## src/rtl/revo_pkg.sv

```systemverilog
`default_nettype none

package revo_pkg;

	// clock509 cycles per clock127 period
	localparam int phase_count = 4;

	// revolution marker stream split
	localparam int revo_frame = 4;
	localparam int revo_quiet = 12;
	localparam int revo_stream_width = revo_frame + revo_quiet;

	// cycles of quiet outputs after reset
	localparam int startup_cycles = 64;

	// calibration word length
	localparam int word_width = 8;

	// one-hot ring with bit 0 as the first phase
	typedef logic [phase_count-1:0] phase_t;

	// newest sample in bit 0
	typedef logic [revo_stream_width-1:0] revo_stream_t;

	typedef logic [word_width-1:0] calibration_word_t;

	// wide enough to hold startup_cycles itself
	typedef logic [$clog2(startup_cycles + 1)-1:0] startup_count_t;

	localparam calibration_word_t calibration_word0 = 8'b11110100;
	localparam calibration_word_t calibration_word1 = 8'b11110010;

	// lines sent to the remote side
	typedef struct packed {
		logic clock127_out;
		logic trg_out;
		logic serial_out;
		logic word_start;
	} link_outputs_t;

	// led view
	typedef struct packed {
		logic ready;
		logic trg;
		logic pattern_select;
	} status_t;

endpackage

`default_nettype wire

```

## src/rtl/calibration_serializer.sv

```systemverilog
`default_nettype none

module calibration_serializer
	import revo_pkg::*;
(
	input  logic clock509,
	input  logic reset,
	input  logic ready,
	input  logic pattern_select,
	output logic serial_out,
	output logic word_start
);

	localparam int bit_count_width = $clog2(word_width);

	logic [bit_count_width-1:0] bit_count;
	calibration_word_t next_word;
	calibration_word_t shift_word;
	logic boundary;

	assign boundary = (bit_count == '0);

	// word picked at each boundary
	assign next_word = pattern_select ? calibration_word1 : calibration_word0;

	// wraps every word_width cycles
	always_ff @(posedge clock509) begin
		if (reset) begin
			bit_count <= '0;
		end else if (!ready) begin
			bit_count <= '0;
		end else begin
			bit_count <= bit_count + 1'b1;
		end
	end

	// msb leaves on the load cycle and the rest shift behind it
	always_ff @(posedge clock509) begin
		if (boundary) begin
			shift_word <= {next_word[word_width-2:0], 1'b0};
		end else begin
			shift_word <= {shift_word[word_width-2:0], 1'b0};
		end
	end

	always_ff @(posedge clock509) begin
		if (reset) begin
			serial_out <= 1'b0;
			word_start <= 1'b0;
		end else if (!ready) begin
			serial_out <= 1'b0;
			word_start <= 1'b0;
		end else begin
			serial_out <= boundary ? next_word[word_width-1] : shift_word[word_width-1];
			word_start <= boundary;
		end
	end

endmodule

`default_nettype wire

```

## src/rtl/revo_detector.sv

```systemverilog
`default_nettype none

module revo_detector
	import revo_pkg::*;
(
	input  logic   clock509,
	input  logic   reset,
	input  logic   revo_in,
	input  phase_t phase,
	input  logic   ready,
	output logic   trg
);

	revo_stream_t revo_stream;

	// captured parts of the stream
	logic [revo_frame-1:0] frame;
	logic [revo_quiet-1:0] quiet;

	logic first_phase;
	logic last_phase;
	logic fire;

	assign first_phase = phase[0];
	assign last_phase = phase[phase_count-1];

	// sample history, newest in bit 0
	always_ff @(posedge clock509) begin
		if (reset) begin
			revo_stream <= '0;
		end else begin
			revo_stream <= {revo_stream[revo_stream_width-2:0], revo_in};
		end
	end

	// snapshot once per ring turn
	always_ff @(posedge clock509) begin
		if (last_phase) begin
			frame <= revo_stream[revo_frame-1:0];
			quiet <= revo_stream[revo_stream_width-1:revo_frame];
		end
	end

	// activity in the newest frame after a quiet history
	assign fire = (quiet == '0) && (frame != '0);

	// trg holds for one full ring turn
	always_ff @(posedge clock509) begin
		if (reset) begin
			trg <= 1'b0;
		end else if (!ready) begin
			trg <= 1'b0;
		end else if (first_phase) begin
			trg <= fire;
		end
	end

endmodule

`default_nettype wire

```

## src/rtl/revo_distributor.sv

```systemverilog
`default_nettype none

module revo_distributor
	import revo_pkg::*;
(
	input  logic          clock509,
	input  logic          reset,
	input  logic          revo_in,
	input  logic          pattern_select,
	output link_outputs_t link,
	output status_t       status
);

	phase_t phase;
	logic clock127;
	logic ready;
	logic trg;
	logic clock127_out;
	logic trg_out;
	logic serial_out;
	logic word_start;

	timing_generator timing0 (
		.clock509 (clock509),
		.reset    (reset),
		.phase    (phase),
		.clock127 (clock127),
		.ready    (ready)
	);

	revo_detector detector0 (
		.clock509 (clock509),
		.reset    (reset),
		.revo_in  (revo_in),
		.phase    (phase),
		.ready    (ready),
		.trg      (trg)
	);

	revo_encoder encoder0 (
		.clock509     (clock509),
		.reset        (reset),
		.clock127     (clock127),
		.trg          (trg),
		.ready        (ready),
		.clock127_out (clock127_out),
		.trg_out      (trg_out)
	);

	calibration_serializer serializer0 (
		.clock509       (clock509),
		.reset          (reset),
		.ready          (ready),
		.pattern_select (pattern_select),
		.serial_out     (serial_out),
		.word_start     (word_start)
	);

	// remote link
	assign link.clock127_out = clock127_out;
	assign link.trg_out = trg_out;
	assign link.serial_out = serial_out;
	assign link.word_start = word_start;

	// leds
	assign status.ready = ready;
	assign status.trg = trg;
	assign status.pattern_select = pattern_select;

endmodule

`default_nettype wire

```

## src/rtl/revo_encoder.sv

```systemverilog
`default_nettype none

module revo_encoder (
	input  logic clock509,
	input  logic reset,
	input  logic clock127,
	input  logic trg,
	input  logic ready,
	output logic clock127_out,
	output logic trg_out
);

	logic encoded;

	// clock127 inverted while trg is high
	assign encoded = clock127 ^ trg;

	// both lines change on the same edge
	always_ff @(posedge clock509) begin
		if (reset) begin
			clock127_out <= 1'b0;
			trg_out <= 1'b0;
		end else if (!ready) begin
			clock127_out <= 1'b0;
			trg_out <= 1'b0;
		end else begin
			clock127_out <= clock127;
			trg_out <= encoded;
		end
	end

endmodule

`default_nettype wire

```

## src/rtl/timing_generator.sv

```systemverilog
`default_nettype none

module timing_generator
	import revo_pkg::*;
(
	input  logic   clock509,
	input  logic   reset,
	output phase_t phase,
	output logic   clock127,
	output logic   ready
);

	localparam startup_count_t startup_last = startup_count_t'(startup_cycles - 1);
	localparam startup_count_t startup_done = startup_count_t'(startup_cycles);

	startup_count_t startup_count;

	// four-phase ring stepping once per cycle
	always_ff @(posedge clock509) begin
		if (reset) begin
			phase <= phase_t'(1);
		end else begin
			phase <= {phase[phase_count-2:0], phase[phase_count-1]};
		end
	end

	// high during the second half of the ring
	assign clock127 = |phase[phase_count-1:phase_count/2];

	// saturating startup counter
	always_ff @(posedge clock509) begin
		if (reset) begin
			startup_count <= '0;
		end else if (startup_count != startup_done) begin
			startup_count <= startup_count + 1'b1;
		end
	end

	// ready rises on the same edge the counter reaches startup_cycles
	always_ff @(posedge clock509) begin
		if (reset) begin
			ready <= 1'b0;
		end else if (startup_count == startup_last) begin
			ready <= 1'b1;
		end
	end

endmodule

`default_nettype wire
```

## config.mk

```make
export PLATFORM = sky130hd
export DESIGN_NAME = revo_distributor
export DESIGN_NICKNAME = d
export VERILOG_FILES = /design/src/rtl/revo_pkg.sv /design/src/rtl/calibration_serializer.sv /design/src/rtl/revo_detector.sv /design/src/rtl/revo_distributor.sv /design/src/rtl/revo_encoder.sv /design/src/rtl/timing_generator.sv
export SDC_FILE = /design/constraint.sdc
export NUM_CORES = 1
export LEC_CHECK = 0
export ABC_AREA = 1
export BUFFER_PORTS_ARGS = -buffer_cell sky130_fd_sc_hd__buf_2
export CAP_MARGIN = 30
export CELL_PAD_IN_SITES_DETAIL_PLACEMENT = 1
export CELL_PAD_IN_SITES_GLOBAL_PLACEMENT = 1
export CORE_ASPECT_RATIO = 0.6
export CORE_MARGIN = 4
export CORE_UTILIZATION = 49
export CTS_BUF_LIST = sky130_fd_sc_hd__clkbuf_4 sky130_fd_sc_hd__clkbuf_8
export CTS_CLUSTER_SIZE = 40
export DETAILED_ROUTE_END_ITERATION = 7
export GPL_TIMING_DRIVEN = 0
export PLACE_DENSITY_LB_ADDON = 0.2
export SLEW_MARGIN = 20
export SYNTH_ARGS = -nofsm -noshare
export SYNTH_HDL_FRONTEND = slang
export SYNTH_SLANG_ARGS = --single-unit
```

## constraint.sdc

```tcl
create_clock -name clock509 -period 1.4 [get_ports clock509]
set_input_delay 0 -clock clock509 [delete_from_list [all_inputs] [get_ports clock509]]
set_output_delay 0 -clock clock509 [all_outputs]
set_load 0.03 [all_outputs]
```

Word-level counts from Yosys, hierarchy flattened
Index checks and enable logic that the tools add are counted.
{"block": "classes", "add_sub_neg": 2, "n_eq_ne": 2, "n_mux": 3, "n_bitwise": 2, "reduce_logical": 6}
{"op": "$logic_not 12->1", "count": 1}
{"op": "$mux 8", "count": 1}
{"op": "$add 7x1->7 const B", "count": 1}
{"op": "$eq 7x6->1 const B", "count": 1}
{"op": "$ne 7x7->1 const B", "count": 1}
{"op": "$reduce_bool 4->1", "count": 1}
{"op": "$reduce_or 2->1", "count": 2}
{"op": "$add 3x1->3 const B", "count": 1}
{"op": "$logic_not 3->1", "count": 1}
{"op": "$mux 3", "count": 1}
{"op": "$logic_and 1x1->1", "count": 1}
{"op": "$mux 1", "count": 1}
{"op": "$not 1->1", "count": 1}
{"op": "$xor 1x1->1", "count": 1}
{"block": "word_totals", "regBits": 60, "wordCells": 28}

Depth between registers and ports, before layout
{"block": "logic_depth", "depth_word": 2, "depth_mapped": 7, "ltp_nobuf": 7}

Cells and area by module
A second synthesis with hierarchy kept.
{"block": "hier_totals", "cells_unflattened": 222, "area_unflattened_um2": 2062.0}
{"module": "revo_detector", "instances": 1, "cells_each": 89, "area_per_inst_um2": 1048.5, "seq_area_each_um2": 820.8}
{"module": "timing_generator", "instances": 1, "cells_each": 68, "area_per_inst_um2": 504.2, "seq_area_each_um2": 240.2}
{"module": "calibration_serializer", "instances": 1, "cells_each": 47, "area_per_inst_um2": 380.4, "seq_area_each_um2": 220.2}
{"module": "revo_encoder", "instances": 1, "cells_each": 11, "area_per_inst_um2": 76.3, "seq_area_each_um2": 40.0}
{"module": "revo_distributor", "instances": 1, "cells_each": 7, "area_per_inst_um2": 52.6, "seq_area_each_um2": 0.0}

Least setup slack after synthesis
No wires, ideal clock.
{"block": "synth_path", "kind": "register -> register", "start": "register timing0.phase[3]", "end": "register encoder0.trg_out", "setup_time_ns": 0.070, "arrival_ns": 1.171, "path_slack_ns": 0.159, "stages_incl_launch_ff": 4, "path_buffers": 0, "synth_period_minus_slack_ns": 1.241, "cell_sequence": "dfxtp_1 nor2_1 or2_2 a21oi_1"}
{"block": "synth_between", "elab_chain_len": 2}
{"element": "from (decl)", "line_no": "timing_generator.sv:8", "source": "output phase_t phase,"}
{"element": "from (signal assigned)", "line_no": "timing_generator.sv:21", "source": "phase <= phase_t'(1);"}
{"element": "from (signal assigned)", "line_no": "timing_generator.sv:23", "source": "phase <= {phase[phase_count-2:0], phase[phase_count-1]};"}
{"element": "$reduce_or 2->1", "line_no": "timing_generator.sv:28", "source": "assign clock127 = |phase[phase_count-1:phase_count/2];"}
{"element": "$xor 1x1->1", "line_no": "revo_encoder.sv:16", "source": "assign encoded = clock127 ^ trg;"}
{"element": "to (signal assigned)", "line_no": "revo_encoder.sv:28", "source": "trg_out <= encoded;"}
{"element": "to (decl)", "line_no": "revo_encoder.sv:10", "source": "output logic trg_out"}
No other way between the ends.
A chain may end at the register's enable or synchronous reset.

Final worst setup path
Ends and elaborated chain as after synthesis.

==> out/results.ini <==
[cells_and_area]
postLayoutCoreUtil = 0.622
layout-drive-gt1-share = 0.229
regArea_um2 = 1320
nFillCells = 420
nNetsFinal = 230
multi_input_area_um2 = 460
diodes = 0
area_growth_pct = 18.2

[yosys]
synthTopCellsByArea = dfxtp_1 42%, edfxtp_1 24%, nor2_1 9.4%
yosysTopAreaCell = dfxtp_1
synth_common_cells = 50 x nor2_1, 42 x dfxtp_1, 36 x inv_1
netlist.area_leader.share = 0.422
synth-edff-count = 16
synth_cells = 199
ys_ff_latch = 58
synth_nets = 207
ys_types = 22
ys.warnings.count = 0
ys.flop_type = dfxtp_1
avgSynthCellArea_um2 = 10.0
post-synth-top-count-cell = nor2_1
ys_seq_area_frac = 0.663
ys_async_sr_fraction = 0
netlist_area_um2 = 1990

[sta]
fmax_ghz = 0.823
setup_slack_ns = 0.185
max_slew_margin = 0.728
fin_crit_sh = 0.868
fin_crit_ns = 1.21
hold_viol_final = 0
tightestPinTransition_ns = 0.407
slew_viol_final = 0
skew_ns = 0.00503
finalSetupViolations = 0
rsz0062_at_grt = false
hold_ws_ns = 0.405

[global_routing]
first_global_vias = 1351
grt_max_degree = 19
overflow = 0
grt_pass1_wl_mm = 6.38
grt_use_total = 0.165
antenna_found_initial = 0

[clock_tree]
clock_latency_ns = 0.33
cts_tree = yes
clk_pin_slew_ns = 0.06
cts_buffer_depth = 2
cts.sinks = 58
htree_levels = 3
root_buffer = clkbuf_8
cts_buffers = 9

[pwr]
powerDensity_nw_per_um2 = 1510
p_leak_nw = 1.02
p_int_w = 0.00287
p_comb_frac = 0.022
clock_power_share = 0.481
p_sw_w = 0.000691
pwr-share-seq = 0.497
ir_drop_v = 0.000879
power.total_w = 0.00356
p_sw_frac = 0.194

[run]
maxCapViolations = 0

[routing]
via_count = 1236
ant_nets = 0
wire_per_inst_um = 12.9
dr.pass1.iters = 4
drc_errors = 0
wl_mm = 3.53
via_per_inst = 4.51
drt_iter0_markers = 33

[worst_setup_path]
worstPathMaxFanout = 18
worst_setup_path_end_kind = flip-flop
required_ns = 1.66
critical_path_class = flip-flop to flip-flop
crit_path_start_kind = flip-flop
crit_arrival_ns = 1.47

[die]
fp-row-count = 17
initial_utilization = 0.526
dieArea_um2 = 5180
ioPinCount = 11
core_um2 = 3790
die_x_um = 90.3
die-height_um = 57.4

[place]
pre_cts_ws_ns = -0.0909
place.gp.congestion = 0.711
hpwl_mm = 2.38
portBuffers = 9

[worst_hold_path]
worst_hold_path_type = flip-flop to flip-flop

[status]
status = completed

## critical path, cell delays in order, from the launching register on
cell     delay (ns)
dfxtp_2        0.58
nor2_1         0.15
or2_2          0.30
a21oi_1        0.12
## power by group through the flow
stage	Combinational, W	Clock, W	Sequential (W)
floorplan	0.0000547	0	0.00180
global placement	0.0000667	0	0.00180
detailed placement	0.0000726	0	0.00181
CTS	0.0000803	0.00175	0.00177
global route	0.0000931	0.00183	0.00177
finish	0.0000791	0.00171	0.00177
## cell families (layout without fill, tap and decap cells)
logic type / after synthesis / count (layout) / synth area share
and+or+nand+nor: 79 / 79 / 0.170
DFF: 58 / 58 / 0.663
buffers and inverters: 48 / 76 / 0.106
AOI/OAI and AO/OA: 6 / 6 / 0.0188
adders and majority gates: 4 / 4 / 0.0251
xor gates and xnor gates: 4 / 4 / 0.0176
## area by class of cell
cell class / count / area share
Sequential cell: 58 / 0.562
Multi-Input combinational cell: 93 / 0.196
Clock buffer: 11 / 0.0643
Inverter: 38 / 0.0606
Clock inverter: 5 / 0.0324
Timing Repair Buffer: 12 / 0.0319
Buffer: 10 / 0.0287
Tap cell: 47 / 0.0250
## flip-flops by register name (all words and copies together) (netlist names), 3 cells and up
| name | flops |
|---|---|
| detector0.quiet | 12 |
| timing0.startup_count | 7 |
| detector0.revo_stream | 16 |
| timing0.phase | 4 |
| serializer0.bit_count | 3 |
| detector0.frame | 4 |
| serializer0.shift_word | 6 |
## repair_timing
item                       4_1_cts  5_1_grt
hold endpoints to repair         6        0
buffers inserted                 0        0
setup endpoints to repair        1        0
hold buffers                     3        0
gates resized for setup          1        0
## placed cells by master (no fill, tap or decap)
cell type / count
o21ai_0: 1
nand2_2: 3
or2_2: 5
inv_1: 36
nor2_2: 4
inv_2: 2
edfxtp_1: 16
buf_4: 7
bufinv_16: 2
a21oi_2: 1
xnor2_1: 2
dfxtp_1: 41
nand3_1: 1
dfxtp_2: 1
buf_2: 12
nand2_1: 14
dlygate4sd3_1: 3
nor2_1: 50
clkbuf_8: 11
nor3_1: 1
a21oi_1: 2
nand4_2: 1
o21ai_1: 1
ha_1: 4
clkinv_2: 1
clkinv_1: 1
xor2_1: 2
clkinvlp_4: 1
o21ai_2: 1
## path summary, 6_finish.rpt
kind | startpoint | end | slack, ns | cells after the start
hold / removal | detector0.revo_stream[15] | detector0.quiet[11] | 0.40 | 0
setup reg to reg | timing0.phase[3] | encoder0.trg_out | 0.19 | 3
setup / recovery | timing0.phase[3] | encoder0.trg_out | 0.19 | 3
hold reg to reg | detector0.revo_stream[15] | detector0.quiet[11] | 0.40 | 0
## layer usage
layer,vias to the layer above,global-route usage,routed length (um)
met5,-,0,0
met4,0,0.0980,102
met3,9,0.0632,117
met2,17,0.275,1750
met1,578,0.183,1570
li1,632,-,-
## through the flow
step / std cells / area [um2] / setup TNS, ns
final: 274 / 2350 / 0
after global routing: 274 / 2350 / 0
after floorplan: 199 / 1990 / 0
after global placement: 255 / 2100 / -0.0239
after CTS: 274 / 2350 / 0
after detailed placement: 255 / 2100 / -0.0909
No activity file was read; power rests on OpenSTA's default activity.
